File: src/hdl/proc_consts.svh
// Front end widths and cache geometry
`ifndef PROC_CONSTS_SVH
`define PROC_CONSTS_SVH

////////////////////////////////////////
// Datapath widths
////////////////////////////////////////
`define PROC_WORD_W   16  // Data word and byte address width
`define PROC_REG_ID_W 4   // Register id, 16 registers
`define PROC_OPCODE_W 4   // Top nibble of the instruction word

// Byte addressed, one 16-bit word per step
`define PROC_PC_STEP  2

////////////////////////////////////////
// Instruction cache geometry
////////////////////////////////////////
`define ICACHE_SETS           8   // Direct mapped, one line per set
`define ICACHE_WORDS_PER_LINE 4   // Words filled per miss
`define ICACHE_OFFSET_W       2   // Word offset within a line
`define ICACHE_INDEX_W        3   // log2 of ICACHE_SETS
`define ICACHE_TAG_W          10  // 16 - index - offset - byte bit

`endif

File: src/hdl/isa_pkg.sv
// Instruction set types
`include "proc_consts.svh"

package isa_pkg;

  typedef logic [`PROC_WORD_W-1:0]   word_t;    // Instruction or data word
  typedef logic [`PROC_WORD_W-1:0]   addr_t;    // Byte address
  typedef logic [`PROC_REG_ID_W-1:0] reg_id_t;  // Register file index

  ////////////////////////////////////////
  // Opcode classes
  ////////////////////////////////////////
  // 0-7 ALU, 8 LW, 9 SW, A-B LLB/LHB, C-D B/BR, E PCS, F HLT
  typedef enum logic [2:0] {
    OPC_ALU,
    OPC_LOAD,
    OPC_STORE,
    OPC_LOAD_BYTE,
    OPC_BRANCH,
    OPC_PCS,
    OPC_HLT
  } op_class_t;

  // Decoded instruction as it leaves the front end
  typedef struct packed {
    op_class_t  op_class;  // Class from the opcode nibble
    reg_id_t    rd;        // Bits 11:8
    reg_id_t    rs;        // Bits 7:4
    reg_id_t    rt;        // Bits 3:0
    logic [7:0] imm;       // Low byte
    addr_t      pc;        // Address the word was fetched from
  } decoded_t;

endpackage

File: src/hdl/icache_pkg.sv
// Instruction cache types
`include "proc_consts.svh"

package icache_pkg;

  ////////////////////////////////////////
  // Address fields
  ////////////////////////////////////////
  // Byte address split as {tag, index, offset, byte bit}
  typedef logic [`ICACHE_TAG_W-1:0]    tag_t;
  typedef logic [`ICACHE_INDEX_W-1:0]  index_t;
  typedef logic [`ICACHE_OFFSET_W-1:0] offset_t;

  ////////////////////////////////////////
  // Fetched word
  ////////////////////////////////////////
  // Passed from fetch through IF/ID into decode
  typedef struct packed {
    isa_pkg::word_t inst;    // Raw instruction word
    isa_pkg::addr_t pc;      // PC it was fetched from
    logic           is_hlt;  // Opcode is F
  } fetch_word_t;

  // Width check helper for the line buffer
  typedef logic [`ICACHE_WORDS_PER_LINE-1:0] word_mask_t;

endpackage

File: src/hdl/decode_stage.sv
// Instruction decode stage
`timescale 1ns/10ps
`include "proc_consts.svh"

module decode_stage (
  input  logic                    clk,        // System clock
  input  logic                    rst,        // Synchronous reset, active high
  input  icache_pkg::fetch_word_t id_fw,      // Word from IF/ID
  input  logic                    id_valid,   // IF/ID slot live
  output isa_pkg::decoded_t       dec,        // Decoded fields
  output logic                    dec_valid,  // dec holds a new instruction
  output logic                    hlt         // Sticky once HLT is decoded
);

  logic [`PROC_OPCODE_W-1:0] opcode;  // Top nibble
  isa_pkg::op_class_t        op_class;
  logic                      take;    // Accept this word

  assign opcode = id_fw.inst[`PROC_WORD_W-1 -: `PROC_OPCODE_W];
  assign take   = id_valid & ~hlt;    // Nothing passes after HLT

  ////////////////////////////////////////
  // Opcode class
  ////////////////////////////////////////
  always_comb begin
    case (opcode)
      4'h8:       op_class = isa_pkg::OPC_LOAD;
      4'h9:       op_class = isa_pkg::OPC_STORE;
      4'hA, 4'hB: op_class = isa_pkg::OPC_LOAD_BYTE;  // LLB, LHB
      4'hC, 4'hD: op_class = isa_pkg::OPC_BRANCH;     // B, BR
      4'hE:       op_class = isa_pkg::OPC_PCS;
      4'hF:       op_class = isa_pkg::OPC_HLT;
      default:    op_class = isa_pkg::OPC_ALU;        // 0 through 7
    endcase
  end

  // Control
  always_ff @(posedge clk) begin
    if (rst) begin
      dec_valid <= 1'b0;
      hlt       <= 1'b0;
    end else begin
      dec_valid <= take;
      hlt       <= hlt | (take & id_fw.is_hlt);  // Rises with the HLT's dec_valid
    end
  end

  // Field slicing of the payload
  always_ff @(posedge clk) begin
    if (take) begin
      dec.op_class <= op_class;
      dec.rd       <= id_fw.inst[11:8];
      dec.rs       <= id_fw.inst[7:4];
      dec.rt       <= id_fw.inst[3:0];
      dec.imm      <= id_fw.inst[7:0];  // Low byte for LLB/LHB style immediates
      dec.pc       <= id_fw.pc;
    end
  end

  // Fetch has stopped by the time hlt is high, so no word reaches decode
  a_quiet_after_hlt: assert property (@(posedge clk) disable iff (rst)
    hlt |-> !id_valid);

endmodule

File: src/hdl/fetch_unit.sv
// Program counter and instruction fetch
`timescale 1ns/10ps
`include "proc_consts.svh"

module fetch_unit (
  input  logic                    clk,             // System clock
  input  logic                    rst,             // Synchronous reset, active high
  input  isa_pkg::word_t          mem_data_in,     // Off-chip read data
  input  logic                    mem_data_valid,  // Off-chip data strobe
  output logic                    mem_en,          // Off-chip request
  output isa_pkg::addr_t          mem_addr,        // Off-chip word address
  output icache_pkg::fetch_word_t fw,              // Word, pc and halt flag
  output logic                    fw_valid,        // High on every hit
  output isa_pkg::addr_t          pc               // Current fetch address
);

  logic           req;     // Fetch request that drops once halted
  logic           hit;     // Cache hit on pc
  logic           halted;  // HLT captured and fetch frozen
  isa_pkg::word_t inst;    // Cache read data

  assign req = ~halted;

  icache u_icache (
    .clk           (clk),
    .rst           (rst),
    .req           (req),
    .pc            (pc),
    .mem_data_in   (mem_data_in),
    .mem_data_valid(mem_data_valid),
    .hit           (hit),
    .inst          (inst),
    .mem_en        (mem_en),
    .mem_addr      (mem_addr)
  );

  ////////////////////////////////////////
  // Fetched word to IF/ID
  ////////////////////////////////////////
  assign fw_valid  = req & hit;
  assign fw.inst   = inst;
  assign fw.pc     = pc;
  assign fw.is_hlt = (inst[`PROC_WORD_W-1 -: `PROC_OPCODE_W] == '1);  // Opcode F

  // Sequential PC that advances only on a hit
  always_ff @(posedge clk) begin
    if (rst) begin
      pc     <= '0;
      halted <= 1'b0;
    end else if (fw_valid) begin
      pc <= pc + isa_pkg::addr_t'(`PROC_PC_STEP);
      if (fw.is_hlt) begin
        halted <= 1'b1;  // Sticky until reset
      end
    end
  end

  // No off-chip request once HLT is captured
  a_no_mem_after_hlt: assert property (@(posedge clk) disable iff (rst)
    halted |-> !mem_en);

endmodule

File: src/hdl/icache.sv
// Direct-mapped instruction cache
`timescale 1ns/10ps
`include "proc_consts.svh"

module icache (
  input  logic           clk,             // System clock
  input  logic           rst,             // Synchronous reset, active high
  input  logic           req,             // Fetch request for pc
  input  isa_pkg::addr_t pc,              // Fetch address
  input  isa_pkg::word_t mem_data_in,     // Off-chip read data
  input  logic           mem_data_valid,  // Off-chip data strobe
  output logic           hit,             // pc present in cache
  output isa_pkg::word_t inst,            // Word at pc when hit is high
  output logic           mem_en,          // Held high during a line fill
  output isa_pkg::addr_t mem_addr         // Word address being filled
);

  ////////////////////////////////////////
  // Storage and fill state
  ////////////////////////////////////////
  icache_pkg::tag_t    pc_tag;      // Fields of the fetch address
  icache_pkg::index_t  pc_index;
  icache_pkg::offset_t pc_offset;

  isa_pkg::word_t          data_arr [`ICACHE_SETS][`ICACHE_WORDS_PER_LINE];
  icache_pkg::tag_t        tag_arr  [`ICACHE_SETS];
  logic [`ICACHE_SETS-1:0] valid_arr;  // One valid bit per line

  logic                filling;     // Line fill in progress
  icache_pkg::offset_t fill_cnt;    // Next word of the line to request
  icache_pkg::tag_t    fill_tag;    // Line under fill
  icache_pkg::index_t  fill_index;
  logic                miss;        // Requested and absent with no fill running
  logic                fill_wr;     // Word returned this cycle
  logic                fill_last;   // Current word closes the line

  // Bit 0 is the byte select and stays zero on fetch
  assign {pc_tag, pc_index, pc_offset} = pc[`PROC_WORD_W-1:1];

  ////////////////////////////////////////
  // Lookup
  ////////////////////////////////////////
  assign hit  = req & valid_arr[pc_index] & (tag_arr[pc_index] == pc_tag);
  assign inst = data_arr[pc_index][pc_offset];  // Read regardless of hit
  assign miss = req & ~hit & ~filling;

  // Off-chip request follows the fill counter
  assign mem_en    = filling;
  assign mem_addr  = {fill_tag, fill_index, fill_cnt, 1'b0};
  assign fill_wr   = filling & mem_data_valid;  // Strobe outside a fill is ignored
  assign fill_last = (fill_cnt == icache_pkg::offset_t'(`ICACHE_WORDS_PER_LINE - 1));

  ////////////////////////////////////////
  // Fill control
  ////////////////////////////////////////
  always_ff @(posedge clk) begin
    if (rst) begin
      filling   <= 1'b0;
      fill_cnt  <= '0;
      valid_arr <= '0;                   // Every line invalid
    end else if (miss) begin
      filling  <= 1'b1;                  // mem_en rises next cycle
      fill_cnt <= '0;                    // Always start at word 0
    end else if (fill_wr) begin
      fill_cnt <= fill_cnt + 1'b1;       // Wraps to 0 after the last word
      valid_arr[fill_index] <= fill_last;  // Cleared on early words and set on the last
      if (fill_last) begin
        filling <= 1'b0;                 // pc hits in the following cycle
      end
    end
  end

  // Line address and data
  always_ff @(posedge clk) begin
    if (miss) begin
      fill_tag   <= pc_tag;
      fill_index <= pc_index;
    end
    if (fill_wr) begin
      data_arr[fill_index][fill_cnt] <= mem_data_in;
      tag_arr[fill_index]            <= fill_tag;
    end
  end

  ////////////////////////////////////////
  // Checks
  ////////////////////////////////////////
  // Off-chip request held until the memory answers
  a_mem_hold: assert property (@(posedge clk) disable iff (rst)
    (mem_en && !mem_data_valid) |=> (mem_en && $stable(mem_addr)));

  // Partially written line must never be served
  a_no_hit_in_fill: assert property (@(posedge clk) disable iff (rst)
    filling |-> !hit);

endmodule

File: src/hdl/if_id_reg.sv
// IF/ID pipeline register
`timescale 1ns/10ps

module if_id_reg (
  input  logic                    clk,       // System clock
  input  logic                    rst,       // Synchronous reset, active high
  input  icache_pkg::fetch_word_t fw,        // Word from fetch
  input  logic                    fw_valid,  // Fetch strobe
  output icache_pkg::fetch_word_t id_fw,     // Word for decode
  output logic                    id_valid   // Slot holds a live word
);

  ////////////////////////////////////////
  // Valid bit
  ////////////////////////////////////////
  always_ff @(posedge clk) begin
    if (rst) begin
      id_valid <= 1'b0;      // Flush the slot
    end else begin
      id_valid <= fw_valid;  // Bubble on a miss cycle
    end
  end

  // Payload held through bubbles
  always_ff @(posedge clk) begin
    if (fw_valid) begin
      id_fw <= fw;
    end
  end

endmodule

File: src/hdl/proc_front.sv
// Instruction front end top level
`timescale 1ns/10ps

module proc_front (
  input  logic              clk,             // System clock
  input  logic              rst,             // Synchronous reset, active high
  input  isa_pkg::word_t    mem_data_in,     // Off-chip read data
  input  logic              mem_data_valid,  // Off-chip data strobe
  output logic              mem_en,          // Off-chip request
  output isa_pkg::addr_t    mem_addr,        // Off-chip word address
  output isa_pkg::addr_t    pc,              // Fetch PC
  output isa_pkg::decoded_t dec,             // Decoded instruction
  output logic              dec_valid,       // dec is new this cycle
  output logic              hlt              // HLT decoded
);

  ////////////////////////////////////////
  // Stage links
  ////////////////////////////////////////
  icache_pkg::fetch_word_t fw;        // Fetch to IF/ID
  logic                    fw_valid;
  icache_pkg::fetch_word_t id_fw;     // IF/ID to decode
  logic                    id_valid;

  fetch_unit u_fetch (
    .clk           (clk),
    .rst           (rst),
    .mem_data_in   (mem_data_in),
    .mem_data_valid(mem_data_valid),
    .mem_en        (mem_en),
    .mem_addr      (mem_addr),
    .fw            (fw),
    .fw_valid      (fw_valid),
    .pc            (pc)
  );

  if_id_reg u_if_id (
    .clk     (clk),
    .rst     (rst),
    .fw      (fw),
    .fw_valid(fw_valid),
    .id_fw   (id_fw),
    .id_valid(id_valid)
  );

  // Two cycles from hit to dec_valid
  decode_stage u_decode (
    .clk      (clk),
    .rst      (rst),
    .id_fw    (id_fw),
    .id_valid (id_valid),
    .dec      (dec),
    .dec_valid(dec_valid),
    .hlt      (hlt)
  );

endmodule

File: config.mk
export PLATFORM = sky130hd
export DESIGN_NAME = proc_front
export DESIGN_NICKNAME = d
export VERILOG_FILES = /design/src/hdl/isa_pkg.sv /design/src/hdl/icache_pkg.sv /design/src/hdl/decode_stage.sv /design/src/hdl/fetch_unit.sv /design/src/hdl/icache.sv /design/src/hdl/if_id_reg.sv /design/src/hdl/proc_front.sv
export VERILOG_INCLUDE_DIRS = /design/src /design/src/hdl
export SDC_FILE = /design/constraint.sdc
export NUM_CORES = 1
export LEC_CHECK = 0
export BUFFER_PORTS_ARGS = -buffer_cell sky130_fd_sc_hd__buf_2
export CAP_MARGIN = 15
export CORE_MARGIN = 1.5
export CORE_UTILIZATION = 25
export DETAILED_ROUTE_END_ITERATION = 8
export MAX_ROUTING_LAYER = met4
export SLEW_MARGIN = 25
export SYNTH_ARGS = -nofsm -noshare
export SYNTH_HDL_FRONTEND = slang
export SYNTH_SLANG_ARGS = --single-unit
File: constraint.sdc
create_clock -name clk -period 3.9 [get_ports clk]
set_input_delay 0.78 -clock clk [delete_from_list [all_inputs] [get_ports clk]]
set_output_delay 0.78 -clock clk [all_outputs]
set_load 0.02 [all_outputs]
==> out/results.tsv <==
stage	metric	value	unit
logic_synthesis	postSynth.asyncResetShare	0	
timing	maxSlewViolCount	0	
floorplan	die_height	330	um
placed_design	detailedPlace.worstSlack	0.600	ns
logic_synthesis	syn_area	26700	um^2
clocking	postCtsSetupBuffers	0	
clocking	htree_levels	2	
timing	final.setup_skew	0.0364	ns
clocking	cts-root-to-sink-buffers	3	
finish	instances_no_fill	2788	
global_routing	first_global_vias	12600	
logic_synthesis	sequential_fraction_of_the_synthesis_area	0.773	
clocking	post_cts_resized	0	
placed_design	placement.io_buffers	89	
logic_synthesis	synth_edf_count	667	
logic_synthesis	post-synth-top-area-fraction	0.749	
logic_synthesis	synth_flop_type	sky130_fd_sc_hd__edfxtp_1	
floorplan	overall_die_area	109000	um^2
routing	drt_iter0_markers	1397	
logic_synthesis	synth.top_cells.by_area	sky130_fd_sc_hd__edfxtp_1 75%, sky130_fd_sc_hd__mux4_2 14%, sky130_fd_sc_hd__dfxtp_1 2.5%	
floorplan	die_x	330	um
worst_setup_path	timing_worst_setup_path_type	reg2reg	
timing	final_hold_viol_count	0	
logic_synthesis	synth.distinct_cells	45	
logic_synthesis	synthCells	1220	
power_and_ir_drop	powerDensity	465	nW/um^2
outcome	run_status	completed	
timing	report.final.setup_viol	0	
hold_path	hold_path.class	reg2reg	
placed_design	dpl.hpwl	34.5	mm
logic_synthesis	yosys.area.top_type	sky130_fd_sc_hd__edfxtp_1	
timing	tightest_slew	1.01	ns
power_and_ir_drop	worst_ir_drop_vdd	422	uV
global_routing	number_of_antenna_violations_at_the_first_check_in_global_routing	7	
floorplan	initial_utilization	0.253	
floorplan	core_area	106000	um^2
worst_setup_path	cp.required	4.38	ns
finish	num-nets-final	1366	
clocking	cts_hold_buf	0	
routing	dr_total_vias	12500	
timing	layout_worst_path_cycle_share	0.843	
clocking	insertion_delay	0.65	ns
job	maxCapViolations	0	
timing	timing.slew.headroom	0.324	
global_routing	grt_max_degree	97	
routing	drc_errors	0	
clocking	cts_inserted_buffers	61	
placed_design	final_weighted_congestion_of_routability_driven_global_placement	0.767	
clocking	clock_sink_count	700	
timing	achievable-frequency	304	MHz
floorplan	num_ports	93	
placed_design	dpl.cell_count	2669	
finish	finish.utilization	0.293	
timing	finalSetupTns	0	ns
worst_setup_path	crit_path_end_kind	flop	
routing	detail-route-antenna-nets	0	
floorplan	row_count	119	
power_and_ir_drop	p_leak	9.35	nW
logic_synthesis	synth.avg_cell_area	21.9	um^2
routing	wire_per_inst	21.8	um
timing	grt_setup_unrepaired	no	
finish	drive_above_1_share	0.313	
timing	post-route-min-period	3.29	ns
global_routing	overflow	0	
worst_setup_path	startpoint_class	flop	
logic_synthesis	synth-warning-count	0	
worst_setup_path	crit_arrival	3.77	ns
global_routing	total_track_usage	0.114	
routing	postRouteWirelength	60.9	mm
finish	area.growth.synth_to_final	15.7	%
routing	post_drt_via_cell_ratio	4.49	
clocking	cts-root-buf	sky130_fd_sc_hd__clkbuf_16	
worst_setup_path	critical_path.max_fanout	35	
logic_synthesis	synth_seq_cells	700	
global_routing	grt_pass1_wl	88.0	mm
clocking	tritoncts	done	
timing	timing.final.ws_setup	0.610	ns
clocking	cts.reportedPaths.clkPinSlew	0.06	ns
routing	dr.pass1.iters	5	
-- Yosys cell counts (all sizes together) (6+ instances only) --
| master | number |
|---|---|
| a21oi | 22 |
| and2 | 37 |
| buf | 56 |
| clkbuf | 29 |
| dfxtp | 33 |
| edfxtp | 667 |
| inv | 6 |
| mux2 | 19 |
| mux2i | 37 |
| mux4 | 166 |
| nand2 | 12 |
| nand3 | 12 |
| nand4 | 9 |
| nor2 | 23 |
| nor2b | 7 |
| nor3 | 6 |
| o21ai | 10 |
| o31ai | 6 |
| or3 | 9 |
| or4 | 7 |
| xor2 | 6 |
-- per-layer routing --
metal	vias up	global-route usage	part of all wire	routed length [um]
met5	-	-	0	0
met4	0	0.0220	0.016	957
met3	82	0.0217	0.072	4360
met2	497	0.173	0.46	28100
met1	6650	0.160	0.45	27400
li1	5283	-	-	-
-- per-stage QoR --
| step | hold slack (ns) | instance area, um^2 | power, mW |
|---|---|---|---|
| final | 0.418 | 31000 | 14.4 |
| after detailed placement | 0.406 | 29000 | 8.60 |
| after CTS | 0.421 | 30900 | 14.5 |
| after global placement | 0.405 | 29000 | 8.59 |
| after global routing | 0.430 | 31000 | 14.8 |
| after floorplan | 0.400 | 26800 | 8.48 |
-- sequential cells by signal, indices dropped and copies added (netlist names), 2 cells and up, named ones only --
signal and count:
u_fetch.pc 15, u_fetch.u_icache.fill_tag 10, u_fetch.u_icache.fill_index 3, u_fetch.u_icache.fill_cnt 2, u_decode.dec 30, u_if_id.id_fw 32
u_fetch.u_icache.valid_arr 8, u_fetch.u_icache.tag_arr 80, u_fetch.u_icache.data_arr 512
-- path summary, 6_finish.rpt --
check	from	endpoint	slack [ns]	depth (start not counted)
setup / recovery	flop	u_fetch.pc[2]$_SDFFE_PP0P_	0.61	9
hold / removal	u_if_id.id_fw[4]$_DFFE_PP_	u_decode.dec[3]$_DFFE_PP_	0.42	0
hold reg to reg	u_if_id.id_fw[4]$_DFFE_PP_	u_decode.dec[3]$_DFFE_PP_	0.42	0
setup reg to reg	flop	u_fetch.pc[2]$_SDFFE_PP0P_	0.61	9
-- critical path: stages (launching register included) --
cell	delay [ns]
sky130_fd_sc_hd__dfxtp_4	0.60
sky130_fd_sc_hd__mux4_2	0.56
sky130_fd_sc_hd__mux2i_1	0.21
sky130_fd_sc_hd__xor2_1	0.17
sky130_fd_sc_hd__o2111ai_1	0.17
sky130_fd_sc_hd__or4_4	0.74
sky130_fd_sc_hd__inv_2	0.15
sky130_fd_sc_hd__buf_12	0.25
sky130_fd_sc_hd__mux2i_1	0.22
sky130_fd_sc_hd__nor2_1	0.05
-- layout by cell type, fill, tap and decap left out, drive strengths merged, types with 12 or more instances in the layout --
cell / count
buf: 142
mux2i: 37
edfxtp: 667
a21oi: 22
clkbuf: 72
dfxtp: 33
clkinv: 32
nor2: 23
mux2: 19
nand2: 12
and2: 37
nand3: 12
mux4: 166
-- cell type report --
| cell class | count | area (um^2) |
|---|---|---|
| diodes | 3 | 7.51 |
| fillers | 10300 | 74800 |
| clock inverters | 43 | 400 |
| flip-flops and latches | 700 | 20700 |
| inverters | 6 | 22.5 |
| multi-input cells | 431 | 5620 |
| clock buffers | 72 | 1570 |
| well taps | 1391 | 1740 |
| repair buffers | 142 | 893 |
-- cells by family after synthesis --
logic type | Yosys count | synth area share
flip-flops | 700 | 0.773
multiplexers | 222 | 0.162
AND/OR/NAND/NOR | 137 | 0.0286
buffers and inverters | 91 | 0.0181
AO/OA/AOI/OAI | 56 | 0.0131
XOR/XNOR | 7 | 0.00229
adder cells (fa/ha/maj) | 6 | 0.00271
other | 1 | 0.000140
-- report_power, final --
| group | total, mW | switching, mW | internal, mW |
|---|---|---|---|
| Combinational | 0.174 | 0.137 | 0.0372 |
| Sequential | 8.26 | 0.0233 | 8.24 |
| Clock | 5.97 | 2.74 | 3.23 |
(Power assumes the default switching activity.)
